==> src/ctrl_consts.svh <==
`ifndef CTRL_CONSTS_SVH
`define CTRL_CONSTS_SVH

// effect knob ADC value width
`define CTRL_KNOB_W 10

// patch routing source code width
`define CTRL_SRC_W 3

// registers in the knob domain crossing
`define CTRL_SYNC_STAGES 2

// seven segment digits, one nibble each
`define CTRL_DIGITS 8

// finished memory request counter
`define CTRL_CNT_W 24

`endif

==> src/display_pkg.sv <==
`include "ctrl_consts.svh"

package display_pkg;

    typedef enum logic [2:0] {
        PAGE_COUNT        = 3'd0, // low half of completion count
        PAGE_VOL_PITCH    = 3'd1,
        PAGE_DELAY        = 3'd2,
        PAGE_DELAY_REVERB = 3'd3,
        PAGE_REVERB       = 3'd4,
        PAGE_FILTER       = 3'd5,
        PAGE_DRIVE_CRUSH  = 3'd6,
        PAGE_ROUTING      = 3'd7
    } page_t;

    // two knobs, each right aligned in a 16 bit half
    typedef struct packed {
        logic [15-`CTRL_KNOB_W:0] pad_hi;
        logic [`CTRL_KNOB_W-1:0]  upper;
        logic [15-`CTRL_KNOB_W:0] pad_lo;
        logic [`CTRL_KNOB_W-1:0]  lower;
    } knob_pair_t;

    // one source per hex digit, output source on digit 0
    typedef struct packed {
        logic [31-6*`CTRL_SRC_W-5:0] pad;
        logic [`CTRL_SRC_W-1:0]      delay_src;
        logic                        gap4;
        logic [`CTRL_SRC_W-1:0]      reverb_src;
        logic                        gap3;
        logic [`CTRL_SRC_W-1:0]      filter_src;
        logic                        gap2;
        logic [`CTRL_SRC_W-1:0]      distortion_src;
        logic                        gap1;
        logic [`CTRL_SRC_W-1:0]      crush_src;
        logic                        gap0;
        logic [`CTRL_SRC_W-1:0]      output_src;
    } route_word_t;

    typedef union packed {
        knob_pair_t  pair;
        route_word_t route;
        logic [31:0] raw; // as the scanner sees it, eight nibbles
    } disp_word_t;

    typedef logic [6:0] seg_t; // active low, a in bit 0

endpackage

==> src/knob_pkg.sv <==
`include "ctrl_consts.svh"

package knob_pkg;

    // all twelve effect knobs, volume in the top bits
    typedef struct packed {
        logic [`CTRL_KNOB_W-1:0] volume;
        logic [`CTRL_KNOB_W-1:0] pitch;
        logic [`CTRL_KNOB_W-1:0] delay_wet;
        logic [`CTRL_KNOB_W-1:0] delay_rate;
        logic [`CTRL_KNOB_W-1:0] delay_feedback;
        logic [`CTRL_KNOB_W-1:0] reverb_wet;
        logic [`CTRL_KNOB_W-1:0] reverb_size;
        logic [`CTRL_KNOB_W-1:0] reverb_feedback;
        logic [`CTRL_KNOB_W-1:0] filter_quality;
        logic [`CTRL_KNOB_W-1:0] filter_cutoff;
        logic [`CTRL_KNOB_W-1:0] distortion_drive;
        logic [`CTRL_KNOB_W-1:0] crush_pressure;
    } knob_bundle_t;

    // source feeding each effect input, from the patch pins
    typedef struct packed {
        logic [`CTRL_SRC_W-1:0] delay_src;
        logic [`CTRL_SRC_W-1:0] reverb_src;
        logic [`CTRL_SRC_W-1:0] filter_src;
        logic [`CTRL_SRC_W-1:0] distortion_src;
        logic [`CTRL_SRC_W-1:0] crush_src;
        logic [`CTRL_SRC_W-1:0] output_src;
    } patch_route_t;

endpackage

==> src/display_page_mux.sv <==
`timescale 1ns/1ps
`default_nettype none
`include "ctrl_consts.svh"

module display_page_mux (
    input  logic                    i_clk_dram_ctrl,
    input  logic                    i_rst_dram_ctrl,
    input  display_pkg::page_t      i_page,
    input  knob_pkg::knob_bundle_t  i_knobs,
    input  knob_pkg::patch_route_t  i_route,
    input  logic [`CTRL_CNT_W-1:0]  i_complete_count,
    output display_pkg::disp_word_t o_disp_word
);

    display_pkg::disp_word_t word_d;

    always_comb begin
        word_d = '0; // pads and gaps stay zero
        case (i_page)
            display_pkg::PAGE_COUNT: begin
                word_d.raw = {16'h0000, i_complete_count[15:0]};
            end
            display_pkg::PAGE_VOL_PITCH: begin
                word_d.pair.upper = i_knobs.volume;
                word_d.pair.lower = i_knobs.pitch;
            end
            display_pkg::PAGE_DELAY: begin
                word_d.pair.upper = i_knobs.delay_wet;
                word_d.pair.lower = i_knobs.delay_rate;
            end
            display_pkg::PAGE_DELAY_REVERB: begin
                word_d.pair.upper = i_knobs.delay_feedback;
                word_d.pair.lower = i_knobs.reverb_wet;
            end
            display_pkg::PAGE_REVERB: begin
                word_d.pair.upper = i_knobs.reverb_size;
                word_d.pair.lower = i_knobs.reverb_feedback;
            end
            display_pkg::PAGE_FILTER: begin
                word_d.pair.upper = i_knobs.filter_quality;
                word_d.pair.lower = i_knobs.filter_cutoff;
            end
            display_pkg::PAGE_DRIVE_CRUSH: begin
                word_d.pair.upper = i_knobs.distortion_drive;
                word_d.pair.lower = i_knobs.crush_pressure;
            end
            default: begin // routing page
                word_d.route.delay_src      = i_route.delay_src;
                word_d.route.reverb_src     = i_route.reverb_src;
                word_d.route.filter_src     = i_route.filter_src;
                word_d.route.distortion_src = i_route.distortion_src;
                word_d.route.crush_src      = i_route.crush_src;
                word_d.route.output_src     = i_route.output_src;
            end
        endcase
    end

    always_ff @(posedge i_clk_dram_ctrl) begin
        if (i_rst_dram_ctrl) begin
            o_disp_word <= '0;
        end else begin
            o_disp_word <= word_d;
        end
    end

endmodule

`default_nettype wire

==> src/dram_status_display.sv <==
`timescale 1ns/1ps
`default_nettype none
`include "ctrl_consts.svh"

module dram_status_display #(
    parameter int SCAN_CYCLES = 1024
) (
    input  logic                    i_clk_dram_ctrl,
    input  logic                    i_rst_dram_ctrl,
    input  knob_pkg::knob_bundle_t  i_knobs,     // knob-reading domain
    input  knob_pkg::patch_route_t  i_route,     // knob-reading domain
    input  display_pkg::page_t      i_page,
    input  logic                    i_mem_complete,
    input  logic                    i_write_last,
    output display_pkg::seg_t       o_seg_cathode,
    output logic [`CTRL_DIGITS-1:0] o_seg_anode,
    output logic                    o_write_seen
);

    knob_pkg::knob_bundle_t   knobs_sync;
    knob_pkg::patch_route_t   route_sync;
    logic [`CTRL_CNT_W-1:0]   complete_count;
    display_pkg::disp_word_t  disp_word;

    knob_sync knob_sync_i (
        .i_clk_dram_ctrl (i_clk_dram_ctrl),
        .i_knobs         (i_knobs),
        .i_route         (i_route),
        .o_knobs         (knobs_sync),
        .o_route         (route_sync)
    );

    mem_activity_monitor mem_activity_monitor_i (
        .i_clk_dram_ctrl  (i_clk_dram_ctrl),
        .i_rst_dram_ctrl  (i_rst_dram_ctrl),
        .i_mem_complete   (i_mem_complete),
        .i_write_last     (i_write_last),
        .o_complete_count (complete_count),
        .o_write_seen     (o_write_seen)
    );

    display_page_mux display_page_mux_i (
        .i_clk_dram_ctrl  (i_clk_dram_ctrl),
        .i_rst_dram_ctrl  (i_rst_dram_ctrl),
        .i_page           (i_page),
        .i_knobs          (knobs_sync),
        .i_route          (route_sync),
        .i_complete_count (complete_count),
        .o_disp_word      (disp_word)
    );

    // one cathode bus shared by all eight digits
    seven_seg_scanner #(
        .SCAN_CYCLES (SCAN_CYCLES)
    ) seven_seg_scanner_i (
        .i_clk_dram_ctrl (i_clk_dram_ctrl),
        .i_rst_dram_ctrl (i_rst_dram_ctrl),
        .i_disp_word     (disp_word),
        .o_cathode       (o_seg_cathode),
        .o_anode         (o_seg_anode)
    );

endmodule

`default_nettype wire

==> src/knob_sync.sv <==
`timescale 1ns/1ps
`default_nettype none
`include "ctrl_consts.svh"

module knob_sync (
    input  logic                    i_clk_dram_ctrl,
    input  knob_pkg::knob_bundle_t  i_knobs,
    input  knob_pkg::patch_route_t  i_route,
    output knob_pkg::knob_bundle_t  o_knobs,
    output knob_pkg::patch_route_t  o_route
);

    // knobs and routing cross together as one word
    typedef struct packed {
        knob_pkg::knob_bundle_t knobs;
        knob_pkg::patch_route_t route;
    } ctrl_word_t;

    ctrl_word_t sync_q [`CTRL_SYNC_STAGES];
    ctrl_word_t capture;

    assign capture.knobs = i_knobs;
    assign capture.route = i_route;

    // plain register chain, the knob values settle slowly
    always_ff @(posedge i_clk_dram_ctrl) begin
        sync_q[0] <= capture; // first stage may go metastable
        for (int s = 1; s < `CTRL_SYNC_STAGES; s++) begin
            sync_q[s] <= sync_q[s-1];
        end
    end

    assign o_knobs = sync_q[`CTRL_SYNC_STAGES-1].knobs;
    assign o_route = sync_q[`CTRL_SYNC_STAGES-1].route;

endmodule

`default_nettype wire

==> src/mem_activity_monitor.sv <==
`timescale 1ns/1ps
`default_nettype none
`include "ctrl_consts.svh"

module mem_activity_monitor (
    input  logic                   i_clk_dram_ctrl,
    input  logic                   i_rst_dram_ctrl,
    input  logic                   i_mem_complete,
    input  logic                   i_write_last,
    output logic [`CTRL_CNT_W-1:0] o_complete_count,
    output logic                   o_write_seen
);

    // one step per finished request and wraps at full width
    always_ff @(posedge i_clk_dram_ctrl) begin
        if (i_rst_dram_ctrl) begin
            o_complete_count <= '0;
        end else if (i_mem_complete) begin
            o_complete_count <= o_complete_count + 1'b1;
        end
    end

    // held high from the first write burst until reset
    always_ff @(posedge i_clk_dram_ctrl) begin
        if (i_rst_dram_ctrl) begin
            o_write_seen <= 1'b0;
        end else if (i_write_last) begin
            o_write_seen <= 1'b1;
        end
    end

    // sticky flag only clears through reset
    a_write_seen_sticky : assert property (
        @(posedge i_clk_dram_ctrl) disable iff (i_rst_dram_ctrl)
        o_write_seen |=> o_write_seen
    );

endmodule

`default_nettype wire

==> src/seven_seg_scanner.sv <==
`timescale 1ns/1ps
`default_nettype none
`include "ctrl_consts.svh"

module seven_seg_scanner #(
    parameter int SCAN_CYCLES = 1024 // clocks each digit stays lit
) (
    input  logic                     i_clk_dram_ctrl,
    input  logic                     i_rst_dram_ctrl,
    input  display_pkg::disp_word_t  i_disp_word,
    output display_pkg::seg_t        o_cathode,
    output logic [`CTRL_DIGITS-1:0]  o_anode
);

    localparam int CNT_W = (SCAN_CYCLES > 1) ? $clog2(SCAN_CYCLES) : 1;
    localparam int IDX_W = $clog2(`CTRL_DIGITS);
    localparam logic [CNT_W-1:0] REFRESH_LAST = CNT_W'(SCAN_CYCLES - 1);
    localparam logic [IDX_W-1:0] DIGIT_LAST   = IDX_W'(`CTRL_DIGITS - 1);

    logic [CNT_W-1:0]  refresh_cnt;
    logic [IDX_W-1:0]  digit_idx;
    logic [3:0]        nibble;

    // hex to segments, lit segment is a 0
    function automatic display_pkg::seg_t hex_to_seg(input logic [3:0] hex);
        logic [6:0] lit; // gfedcba, active high
        case (hex)
            4'h0: lit = 7'h3F;
            4'h1: lit = 7'h06;
            4'h2: lit = 7'h5B;
            4'h3: lit = 7'h4F;
            4'h4: lit = 7'h66;
            4'h5: lit = 7'h6D;
            4'h6: lit = 7'h7D;
            4'h7: lit = 7'h07;
            4'h8: lit = 7'h7F;
            4'h9: lit = 7'h6F;
            4'hA: lit = 7'h77;
            4'hB: lit = 7'h7C; // lower case b
            4'hC: lit = 7'h39;
            4'hD: lit = 7'h5E; // lower case d
            4'hE: lit = 7'h79;
            default: lit = 7'h71;
        endcase
        return ~lit;
    endfunction

    always_ff @(posedge i_clk_dram_ctrl) begin
        if (i_rst_dram_ctrl) begin
            refresh_cnt <= '0;
            digit_idx   <= '0;
        end else if (refresh_cnt == REFRESH_LAST) begin
            refresh_cnt <= '0;
            digit_idx   <= (digit_idx == DIGIT_LAST) ? '0 : digit_idx + 1'b1;
        end else begin
            refresh_cnt <= refresh_cnt + 1'b1;
        end
    end

    assign nibble = i_disp_word.raw[{digit_idx, 2'b00} +: 4];

    // anode and cathode leave together so the digit never shows a stale nibble
    always_ff @(posedge i_clk_dram_ctrl) begin
        if (i_rst_dram_ctrl) begin
            o_anode   <= '1; // blank
            o_cathode <= '1;
        end else begin
            o_anode   <= ~(`CTRL_DIGITS'(1) << digit_idx);
            o_cathode <= hex_to_seg(nibble);
        end
    end

    a_one_digit_lit : assert property (
        @(posedge i_clk_dram_ctrl) disable iff (i_rst_dram_ctrl)
        $onehot0(~o_anode)
    );

endmodule

`default_nettype wire

==> config.mk <==
export PLATFORM = sky130hd
export DESIGN_NAME = dram_status_display
export DESIGN_NICKNAME = d
export VERILOG_FILES = /design/src/display_pkg.sv /design/src/knob_pkg.sv /design/src/display_page_mux.sv /design/src/dram_status_display.sv /design/src/knob_sync.sv /design/src/mem_activity_monitor.sv /design/src/seven_seg_scanner.sv
export VERILOG_INCLUDE_DIRS = /design/src
export SDC_FILE = /design/constraint.sdc
export NUM_CORES = 1
export LEC_CHECK = 0
export BUFFER_PORTS_ARGS = -buffer_cell sky130_fd_sc_hd__buf_4
export CAP_MARGIN = 20
export CORE_MARGIN = 2
export CORE_UTILIZATION = 40
export DETAILED_ROUTE_END_ITERATION = 10
export PLACE_DENSITY = 0.6
export SETUP_SLACK_MARGIN = 0.1
export SYNTH_ARGS = -nofsm -noshare
export SYNTH_HDL_FRONTEND = slang
export SYNTH_SLANG_ARGS = --single-unit
==> constraint.sdc <==
create_clock -name i_clk_dram_ctrl -period 2 [get_ports i_clk_dram_ctrl]
set_input_delay 0.1 -clock i_clk_dram_ctrl [delete_from_list [all_inputs] [get_ports i_clk_dram_ctrl]]
set_output_delay 0.1 -clock i_clk_dram_ctrl [all_outputs]
set_load 0.02 [all_outputs]
==> impl_metrics.toml <==
[run_status]
outcome = "finished, final reports clean"

[global_route]
antenna_found_initial = 1
grt_max_degree = 46
overflow = 0
grt_pass1_wl_mm = 33.6
first_global_vias = 6517
track_usage_pct = 16.9

[floorplanning]
die_w_um = 159
die-area_mm2 = 0.0252
die_h_um = 159
rows = 56
core_mm2 = 0.0235
initial_core_util_pct = 40.7
io_pins = 161

[timing]
finalSetupTns_ps = 0
setup-violations-final = 0
fmax_mhz = 509
final-max-slew-violation-count = 0
slew_headroom_pct = 63.3
timing.hold.ws_ps = 46.0
finClkSkew_ps = 18.3
rsz0062_at_grt = "yes"
period_needed_ps = 1960
finalHoldViolCount = 0
worstMarginPinSlew_ps = 546
post-route-period-util_pct = 98.2

[route]
wl_mm = 21.4
detail-route-antenna-nets = 0
via_per_inst = 4.36
vias = 6213
detail_route.wl_per_cell_um = 15.0
firstDrtPassIters = 4
drt_iter0_drc = 228
remaining_drc_errors = 0

[worst_setup_path]
slowest_delay_ps = 380
path_cells = "buf_4, mux2i_1, a22oi_1, o21ai_2, buf_4, buf_6, ha_4, or2_0, a32oi_1"
cp_slowest_cell = "dfxtp_4"
end_kind = "register"
worst_path_most_repeated_cell = "buf_4"
critPathMaxFanout = 7
critPathKind = "register to register"
cp-start-kind = "register"
crit_arrival_ps = 2380
critPathRequiredTime_ps = 2420

[cts]
clk_pin_slew_ps = 60
cts_buffer_depth = 3
clkLatencyLatePin_ps = 510
clock-sinks = 347
cts_buffers = 35
htreeDepth = 2
cts_root_buffer = "clkbuf_16"
cts_tree = "built"

[power]
p_leak_nw = 5.86
powerDensity_mw_per_mm2 = 1060
irDropWorstVdd_v = 0.000686
fin_total_pwr_mw = 14.6

[job]
drv_cap = 0

[cells_and_area]
final_cell_mix = "dfxtp_1, buf_4, dlygate4sd3_1, nor2_1, nand2_1"
fillCellCount = 1873
drive_gt1_share_pct = 25.5
final_cell_count_no_fill = 1425
syn2layout_area_growth_pct = 44.0
nets = 1241
final_common_cell = "dfxtp_1"

[synth]
synth_area_mm2 = 0.00959
ys_types = 51
synth_area_leader_cell = "dfxtp_1"
synth_ff_type = "dfxtp_1"
yosysSeqAreaShare_pct = 72.4
ys_warn_count = 0
ys_ff_latch = 347
synth.area.top_cells = "dfxtp_1, mux2i_1, nor2_1"
syn_inst = 749
synth_edf_count = 0
yosysTopAreaCellShare_pct = 72.4
async_flop_share_pct = 0
syn_avg_cell_area_um2 = 12.8
synth.net_count = 908

[hold_path]
hold_path_class = "input pin to register"

[placed_design]
place.gp.congestion = 0.774
port_buffers = 160
post-place-cells = 1213
hpwl_mm = 13.1
## layout make-up
type | instances | area, um2 | area share [%]
diodes | 1 | 2.50 | 0.0181
clock buffers | 48 | 985 | 7.13
multi-input cells | 360 | 2470 | 17.9
clock inverters | 12 | 138 | 0.996
flip-flops and latches | 347 | 6950 | 50.3
well taps | 319 | 399 | 2.89
repair buffers | 329 | 2840 | 20.6
inverters | 9 | 33.8 | 0.244
## report_power, final
| part | internal [mW] | switching (mW) |
|---|---|---|
| logic | 0.590 | 0.404 |
| registers | 7.27 | 0.100 |
| clock network | 3.72 | 2.52 |
| total | 11.6 | 3.02 |
## synthesized netlist by cell type, types with 4 or more instances
| library cell | count |
|---|---|
| mux2_2 | 12 |
| o21ai_0 | 32 |
| a21oi_1 | 14 |
| clkbuf_1 | 17 |
| buf_2 | 7 |
| a221o_1 | 6 |
| xnor2_1 | 7 |
| mux4_2 | 5 |
| nand2_1 | 42 |
| ha_1 | 14 |
| nor2_1 | 76 |
| buf_4 | 4 |
| mux2i_1 | 35 |
| a22oi_1 | 11 |
| xor2_1 | 13 |
| a221oi_1 | 8 |
| inv_1 | 8 |
| a211oi_1 | 13 |
| nor2b_1 | 4 |
| buf_6 | 4 |
| nor3_1 | 8 |
| dfxtp_1 | 347 |
| nand2b_1 | 5 |
| and3_1 | 7 |
| nand3_1 | 11 |
## worst max-delay path, delay by kind of cell, from the launching register on
kind | cells | cell delay, ps
AOI/OAI and AO/OA | 3 | 560
adders and majority gates | 1 | 200
buffers and inverters | 3 | 420
DFF | 1 | 380
muxes | 1 | 130
and+or+nand+nor | 1 | 190
## final timing paths
| check | start | end | slack (ps) | depth (start not counted) |
|---|---|---|---|---|
| hold / removal | i_rst_dram_ctrl | mem_activity_monitor_i.o_complete_count[10] | 50 | 2 |
| setup reg to reg | seven_seg_scanner_i.digit_idx[1] | seven_seg_scanner_i.o_cathode[3] | 40 | 9 |
| hold reg to reg | knob_sync_i.sync_q[0][25] | knob_sync_i.sync_q[0][163] | 320 | 0 |
| setup / recovery | seven_seg_scanner_i.digit_idx[1] | seven_seg_scanner_i.o_cathode[3] | 40 | 9 |
## layer usage
layer  GRT usage [%]  vias to the layer above  routed length (um)
li1                -                     3203                   -
met1            20.0                     2819                9280
met2            30.2                      156               10700
met3            3.74                       35                 948
met4            5.50                        0                 467
met5               0                        -                   0
## registers in the layout, indices dropped and copies added (netlist names)
signal / count
mem_activity_monitor_i.o_complete_count: 16
seven_seg_scanner_i.o_anode: 8
seven_seg_scanner_i.o_cathode: 7
mem_activity_monitor_i.o_write_seen: 1
seven_seg_scanner_i.digit_idx: 3
knob_sync_i.sync_q: 276
display_page_mux_i.o_disp_word: 26
seven_seg_scanner_i.refresh_cnt: 10
## stage by stage
step	utilization (%)	setup slack [ps]	area (um2)
final	58.7	36.0	13800
after global routing	58.7	-59.1	13800
after CTS	58.4	79.7	13800
after detailed placement	47.5	-45.6	11200
after global placement	47.5	22.5	11200
after floorplan	-	62.4	9610
## logic make-up after synthesis
logic type	Yosys count	share of synthesized area, %
XOR/XNOR	20	1.83
AND/OR/NAND/NOR	173	8.23
AO/OA/AOI/OAI	100	7.11
buffers and inverters	42	2.20
flip-flops	347	72.4
multiplexers	53	6.39
adder cells (fa/ha/maj)	14	1.83
## repair_timing
action / in CTS / in global routing
hold buffers: 140 / 0
setup endpoints to repair: 6 / 6
hold endpoints to repair: 142 / 0
resized for setup: 3 / 6
buffers inserted: 6 / 5
pin swaps: 2 / 7
(Power assumes the default switching activity.)
